## src/verilog/tsconf_io_pkg.sv

```systemverilog
package tsconf_io_pkg;

  // bus widths
  typedef logic [15:0] addr_t;
  typedef logic [7:0]  byte_t;
  typedef logic [7:0]  port_lo_t;

  // keyboard columns, active low
  typedef logic [4:0]  keys_t;
  typedef logic [2:0]  border_t;

  // port addresses
  localparam port_lo_t port_fe_lo   = 8'hFE;
  localparam port_lo_t port_saa_lo  = 8'hFF;
  localparam addr_t    port_intmask = 16'h2AAF;

  // #FE write bits, border sits in 2..0
  localparam int fe_tape_bit   = 3;
  localparam int fe_spk_bit    = 4;

  // #FE readback
  localparam int fe_tapein_bit = 6;

  // interrupt mask bits
  localparam int    intmask_frm_bit = 0;
  localparam int    intmask_lin_bit = 1;
  localparam byte_t intmask_reset   = 8'h01;

  // IM2 vectors
  localparam byte_t vect_frm = 8'hFF;
  localparam byte_t vect_lin = 8'hFD;

  // floating data bus
  localparam byte_t idle_bus = 8'hFF;

endpackage

```

## src/verilog/zbus_if.sv

```systemverilog
`timescale 1ns/1ns

interface zbus_if;

  // address and cpu write data
  tsconf_io_pkg::addr_t a;
  tsconf_io_pkg::byte_t d;

  // z80 strobes, all active low
  logic iorq_n;
  logic mreq_n;
  logic rd_n;
  logic wr_n;
  logic m1_n;

  modport sink (
    input a,
    input d,
    input iorq_n,
    input mreq_n,
    input rd_n,
    input wr_n,
    input m1_n
  );

endinterface

```

## src/verilog/port_decode.sv

```systemverilog
`timescale 1ns/1ns

module port_decode (
  zbus_if.sink bus,
  output logic fe_wr,
  output logic fe_rd,
  output logic mask_wr,
  output logic saa_wr_n
);

  tsconf_io_pkg::port_lo_t port_lo;
  logic iowr;
  logic iord;
  logic hit_fe;
  logic hit_saa;
  logic hit_mask;

  assign port_lo = bus.a[7:0];

  // io cycles straight from the pins
  assign iowr = !bus.iorq_n && !bus.wr_n;
  assign iord = !bus.iorq_n && !bus.rd_n;

  // ula style ports only look at the low byte
  assign hit_fe  = (port_lo == tsconf_io_pkg::port_fe_lo);
  assign hit_saa = (port_lo == tsconf_io_pkg::port_saa_lo);

  // ts-config registers need the full address
  assign hit_mask = (bus.a == tsconf_io_pkg::port_intmask);

  assign fe_wr   = iowr && hit_fe;
  assign fe_rd   = iord && hit_fe;
  assign mask_wr = iowr && hit_mask;

  // saa1099 latches on its own wr_n
  assign saa_wr_n = !(iowr && hit_saa);

endmodule

```

## src/verilog/port_fe.sv

```systemverilog
`timescale 1ns/1ns

module port_fe (
  input  logic                   clk_28mhz,
  input  logic                   rst,
  zbus_if.sink                   bus,
  input  logic                   fe_wr,
  input  tsconf_io_pkg::keys_t   keyboard_data,
  input  logic                   tape_in,
  output tsconf_io_pkg::border_t border,
  output logic                   tape_out,
  output logic                   speaker,
  output tsconf_io_pkg::byte_t   fe_value
);

  // only the used bits of the last #fe write are kept
  always_ff @(posedge clk_28mhz) begin
    if (rst) begin
      border   <= '0;
      tape_out <= 1'b0;
      speaker  <= 1'b0;
    end else if (fe_wr) begin
      border   <= bus.d[2:0];
      tape_out <= bus.d[tsconf_io_pkg::fe_tape_bit];
      speaker  <= bus.d[tsconf_io_pkg::fe_spk_bit];
    end
  end

  // bits 7 and 5 float high
  always_comb begin
    fe_value                              = '1;
    fe_value[4:0]                         = keyboard_data;
    fe_value[tsconf_io_pkg::fe_tapein_bit] = tape_in;
  end

endmodule

```

## src/verilog/zint.sv

```systemverilog
`timescale 1ns/1ns

module zint (
  input  logic                 clk_28mhz,
  input  logic                 rst,
  zbus_if.sink                 bus,
  input  logic                 mask_wr,
  input  logic                 frame_start,
  input  logic                 ftint,
  output logic                 int_n,
  output logic                 vec_ena,
  output tsconf_io_pkg::byte_t vector
);

  logic [1:0]           ftint_r;
  logic                 ft_fall;
  logic                 frm_en;
  logic                 lin_en;
  logic                 int_frm;
  logic                 int_lin;
  logic                 ack_d;
  logic                 ack_first;
  tsconf_io_pkg::byte_t vec_now;
  tsconf_io_pkg::byte_t vec_hold;

  // ft812 pin is asynchronous, two flops then edge detect
  always_ff @(posedge clk_28mhz) begin
    if (rst)
      ftint_r <= 2'b11;
    else
      ftint_r <= {ftint_r[0], ftint};
  end

  assign ft_fall = ftint_r[1] && !ftint_r[0];

  // mask register
  always_ff @(posedge clk_28mhz) begin
    if (rst) begin
      frm_en <= tsconf_io_pkg::intmask_reset[tsconf_io_pkg::intmask_frm_bit];
      lin_en <= tsconf_io_pkg::intmask_reset[tsconf_io_pkg::intmask_lin_bit];
    end else if (mask_wr) begin
      frm_en <= bus.d[tsconf_io_pkg::intmask_frm_bit];
      lin_en <= bus.d[tsconf_io_pkg::intmask_lin_bit];
    end
  end

  // m1 together with iorq is the im2 acknowledge
  assign vec_ena   = !bus.m1_n && !bus.iorq_n;
  assign ack_first = vec_ena && !ack_d;

  always_ff @(posedge clk_28mhz) begin
    if (rst)
      ack_d <= 1'b0;
    else
      ack_d <= vec_ena;
  end

  // pending flags, a new request wins over the clear
  always_ff @(posedge clk_28mhz) begin
    if (rst) begin
      int_frm <= 1'b0;
      int_lin <= 1'b0;
    end else begin
      if (ack_first && int_frm)
        int_frm <= 1'b0;
      else if (ack_first && int_lin)
        int_lin <= 1'b0;
      if (frame_start && frm_en)
        int_frm <= 1'b1;
      if (ft_fall && lin_en)
        int_lin <= 1'b1;
    end
  end

  assign int_n = !(int_frm || int_lin);

  // frame has priority over line
  assign vec_now = int_frm ? tsconf_io_pkg::vect_frm :
                   int_lin ? tsconf_io_pkg::vect_lin :
                             tsconf_io_pkg::idle_bus;

  // keep the vector steady once its flag is gone
  always_ff @(posedge clk_28mhz) begin
    if (ack_first)
      vec_hold <= vec_now;
  end

  assign vector = ack_d ? vec_hold : vec_now;

endmodule

```

## src/verilog/cpu_din_mux.sv

```systemverilog
`timescale 1ns/1ns

module cpu_din_mux (
  zbus_if.sink                 bus,
  input  tsconf_io_pkg::byte_t rom_data,
  input  logic                 csrom,
  input  logic                 fe_rd,
  input  tsconf_io_pkg::byte_t fe_value,
  input  logic                 vec_ena,
  input  tsconf_io_pkg::byte_t vector,
  output tsconf_io_pkg::byte_t cpu_di
);

  logic rom_rd;

  // memory read inside the rom window
  assign rom_rd = csrom && !bus.mreq_n && !bus.rd_n;

  always_comb begin
    if (rom_rd)
      cpu_di = rom_data;
    else if (fe_rd)
      cpu_di = fe_value;
    else if (vec_ena)
      cpu_di = vector;
    else
      cpu_di = tsconf_io_pkg::idle_bus;
  end

endmodule

```

## src/verilog/tsconf_io.sv

```systemverilog
`timescale 1ns/1ns

module tsconf_io (
  input  logic                   clk_28mhz,
  input  logic                   rst,
  input  tsconf_io_pkg::addr_t   cpu_a,
  input  tsconf_io_pkg::byte_t   cpu_do,
  input  logic                   iorq_n,
  input  logic                   mreq_n,
  input  logic                   rd_n,
  input  logic                   wr_n,
  input  logic                   m1_n,
  input  tsconf_io_pkg::byte_t   rom_data,
  input  logic                   csrom,
  input  tsconf_io_pkg::keys_t   keyboard_data,
  input  logic                   tape_in,
  input  logic                   ftint,
  input  logic                   frame_start,
  output tsconf_io_pkg::byte_t   cpu_di,
  output logic                   int_n,
  output tsconf_io_pkg::border_t border,
  output logic                   tape_out,
  output logic                   speaker,
  output logic                   saa_wr_n,
  output tsconf_io_pkg::byte_t   keyboard_addr
);

  logic                 fe_wr;
  logic                 fe_rd;
  logic                 mask_wr;
  logic                 vec_ena;
  tsconf_io_pkg::byte_t fe_value;
  tsconf_io_pkg::byte_t vector;

  zbus_if bus ();

  // z80 pins onto the internal bus
  assign bus.a      = cpu_a;
  assign bus.d      = cpu_do;
  assign bus.iorq_n = iorq_n;
  assign bus.mreq_n = mreq_n;
  assign bus.rd_n   = rd_n;
  assign bus.wr_n   = wr_n;
  assign bus.m1_n   = m1_n;

  // keyboard matrix rows come from the high address byte
  assign keyboard_addr = cpu_a[15:8];

  port_decode u_port_decode (
    .bus      (bus),
    .fe_wr    (fe_wr),
    .fe_rd    (fe_rd),
    .mask_wr  (mask_wr),
    .saa_wr_n (saa_wr_n)
  );

  port_fe u_port_fe (
    .clk_28mhz     (clk_28mhz),
    .rst           (rst),
    .bus           (bus),
    .fe_wr         (fe_wr),
    .keyboard_data (keyboard_data),
    .tape_in       (tape_in),
    .border        (border),
    .tape_out      (tape_out),
    .speaker       (speaker),
    .fe_value      (fe_value)
  );

  zint u_zint (
    .clk_28mhz   (clk_28mhz),
    .rst         (rst),
    .bus         (bus),
    .mask_wr     (mask_wr),
    .frame_start (frame_start),
    .ftint       (ftint),
    .int_n       (int_n),
    .vec_ena     (vec_ena),
    .vector      (vector)
  );

  cpu_din_mux u_cpu_din_mux (
    .bus      (bus),
    .rom_data (rom_data),
    .csrom    (csrom),
    .fe_rd    (fe_rd),
    .fe_value (fe_value),
    .vec_ena  (vec_ena),
    .vector   (vector),
    .cpu_di   (cpu_di)
  );

endmodule

```

## config.mk

```make
export PLATFORM = sky130hd
export DESIGN_NAME = tsconf_io
export DESIGN_NICKNAME = d
export VERILOG_FILES = /design/src/verilog/tsconf_io_pkg.sv /design/src/verilog/zbus_if.sv /design/src/verilog/port_decode.sv /design/src/verilog/port_fe.sv /design/src/verilog/zint.sv /design/src/verilog/cpu_din_mux.sv /design/src/verilog/tsconf_io.sv
export SDC_FILE = /design/constraint.sdc
export NUM_CORES = 1
export LEC_CHECK = 0
export BUFFER_PORTS_ARGS = -buffer_cell sky130_fd_sc_hd__buf_4
export CAP_MARGIN = 5
export CORE_MARGIN = 2
export CORE_UTILIZATION = 40
export DETAILED_ROUTE_END_ITERATION = 10
export GPL_TIMING_DRIVEN = 0
export MAX_ROUTING_LAYER = met4
export PLACE_DENSITY = 0.75
export SLEW_MARGIN = 20
export SYNTH_ARGS = -nofsm -noshare
export SYNTH_HDL_FRONTEND = slang
export SYNTH_HIERARCHICAL = 1
export SYNTH_SLANG_ARGS = --single-unit
export TNS_END_PERCENT = 100
```

## constraint.sdc

```tcl
create_clock -name clk_28mhz -period 3.5 [get_ports clk_28mhz]
set_input_delay 0.35 -clock clk_28mhz [delete_from_list [all_inputs] [get_ports clk_28mhz]]
set_output_delay 0.35 -clock clk_28mhz [all_outputs]
set_load 0.005 [all_outputs]
```

==> summary.md <==
| Metric | Value |
|---|---|
| Placer Congestion | `0.741` |
| Clk sinks | `13` |
| Worst-path clk slew | `0.07 ns` |
| Clock Latency Late Sink | `~0.26 ns` |
| Async set or reset register ratio after synthesis | `0%` |
| Synth area leaders | `dfxtp_1, buf_4, nand4bb_1` |
| Share of layout cells above drive strength 1 | `50.8%` |
| Largest Register | `u_port_fe/border` |
| Type of origin of the critical path | `input port` |
| Max VDD drop | `0.246 mV` |
| CTS root buf | `clkbuf_4` |
| Count leader, synth | `buf_4` |
| Register Area | `270 um^2` |
| Final Max Slew Viols | `0` |
| Pleak | `0.698 nW` |
| Layout area overhead | `53.1%` |
| Ys flop type | `dfxtp_1` |
| Drt via density | `roughly 4.7` |
| Post-Synthesis Cells | `around 120` |
| Distinct cells, synth | `32` |
| Final setup viols | `0` |
| Syn_area_per_cell | `about 9 um^2` |
| Endpoint class of the critical path | `output port` |
| RSZ-0062 raised after global routing | `no` |
| IO Count | `between 70 and 80` |
| Period minus WS final | `~2.2 ns` |
| Port buffer count | `slightly above 60` |
| CTS tree | `yes` |
| Post-synthesis sequential area ratio | `26.2%` |
| ANT nets after route | `0` |
| # rows | `18` |
| Die X-Extent | `roughly 55 um` |
| HP Class | `in2reg` |
| Largest net degree at the start of global routing | `13` |
| Number of global-route vias before repair | `963` |
| Run status | `completed` |
| Multi-input combinational cell area | `between 500 and 600 um^2` |
| TritonRoute pass-1 iters | `4` |
| Fill cells | `about 220` |
| H-tree depth | `1` |
| Largest register FFs | `3` |
| TritonCTS Buffers | `3` |
| DRC errors left | `0` |
| Setup Skew | `0.00349 ns` |
| GRT overflow | `0` |
| Tcrit/Tclk final | `61.7%` |
| Share of the synthesized area in the top cell type | `about a quarter` |
| Biggest regs | `u_port_fe/border: 3 flops, u_zint/ftint_r: 2 flops` |
| Min Hold Slack | `0.264 ns` |
| First-pass GRT wire length | `3.88 mm` |
| Final nets | `roughly 240` |
| Detailed placement HPWL | `roughly 2.2 mm` |
| Synth Register Bits | `13` |
| Max_cap viols | `0` |
| Leading cell types by count after synthesis | `buf_4, dfxtp_1, nor2b_1, o31ai_1` |
| Clock Path Buffers | `2` |
| Die area | `3000 um^2` |
| Yosys warnings | `6` |
| Routed wire length | `2.56 mm` |
| Initial antenna violation count | `0` |
| Post-synth EDFFs | `1` |
| Initial Util | `between 40 and 50%` |
| Power Dens Cells | `~220 nW/um^2` |
| Leading area contributor after synthesis | `dfxtp_1` |
| Post-CTS sizing | `0` |
| Final Hold Fails | `0` |
| CP arrival | `between 1.5 and 2 ns` |
| Ant. Diodes | `0` |
| Avg WL per Cell | `~12 um` |
| Die Ht | `around 55 um` |
| Setup CP Type | `in2out` |
| Initial detailed-routing violation count | `7` |
| CP max FO | `10` |
| Critical Path RT | `about 3.2 ns` |
| Via Count | `roughly 1,000` |
| Tot GR Track Use | `between 10% and 20%` |
| Hold_buf cts | `0` |
| Fin Setup TNS | `0 ns` |
| Post-CTS setup buffer count | `0` |
| Core Area | `2450 um^2` |
| Max Fclk | `about 0.46 GHz` |
| Synthesized area | `around 1000 um^2` |
kinds of logic (layout without fill, tap and decap cells):
logic type,count (synthesis),count (layout),share of synthesized area (%)
buffers and inverters,26,91,18.7
DFF,13,13,26.2
other,2,9,0.728
AOI/OAI and AO/OA,12,12,8.73
and+or+nand+nor,55,55,38.8
muxes,7,7,6.91
stage by stage:
| stage | cell area [um^2] | std cells | power, W | utilization (%) | worst slack (ns) |
|---|---|---|---|---|---|
| floorplan | 1060 | 122 | 0.000199 | - | 1.75 |
| global placement | 1550 | 213 | 0.000260 | 63.3 | 1.33 |
| detailed placement | 1550 | 213 | 0.000262 | 63.3 | 1.32 |
| CTS | 1580 | 217 | 0.000349 | 64.4 | 1.31 |
| global route | 1580 | 217 | 0.000366 | 64.4 | 1.14 |
| finish | 1580 | 217 | 0.000346 | 64.4 | 1.34 |
per-layer routing:
metal | GRT usage, % | share of wire [%] | up-vias
met5 | - | 0 | -
met4 | 5.00 | 0 | 0
met3 | 2.19 | 6.5 | 0
met2 | 33.1 | 53 | 27
met1 | 20.0 | 40 | 464
li1 | - | - | 532
power breakdown:
group	leakage (nW)	total (W)	switching, W	internal, W
Clock	0.0150	0.0000872	0.0000432	0.0000440
Combinational	0.580	0.000105	0.0000342	0.0000707
Sequential	0.104	0.000153	0.00000149	0.000152
Total	0.698	0.000346	0.0000789	0.000267
worst paths after layout:
path                                     endpoint  cells after the start              start  slack, ns
worst min register to register  u_zint/ftint_r[1]                      1  u_zint/ftint_r[0]       0.44
worst max-delay path                    cpu_di[1]                      8           cpu_a[6]       1.34
worst max register to register     u_zint/int_lin                      2     u_zint/int_frm       2.63
worst min-delay path            u_zint/ftint_r[0]                      2              ftint       0.26
area by class of cell:
cell class | count | area share [%]
flip-flops and latches | 13 | 17.1
well taps | 30 | 2.38
clock buffers | 4 | 1.66
multi-input cells | 83 | 37.7
inverters | 1 | 0.238
plain buffers | 25 | 12.0
repair buffers | 61 | 29.0
worst max-delay path, stage by stage:
cell and delay (ns):
buf_4 0.08, nand4_1 0.12, nor4_2 0.25, and3b_1 0.31, buf_2 0.26, nor3b_1 0.08
o31ai_1 0.21, buf_4 0.15
layout by cell type, fill, tap and decap left out, types with 2 or more instances in the layout:
cell / count
buf_4: 84
dfxtp_1: 12
nor2b_1: 9
o31ai_1: 9
conb_1: 9
nor3b_1: 8
nand4bb_1: 8
nor2_1: 8
mux2i_1: 6
nand2_1: 4
nor3_1: 4
clkbuf_4: 3
and3b_1: 2
Power figures use the tool's default switching activity.
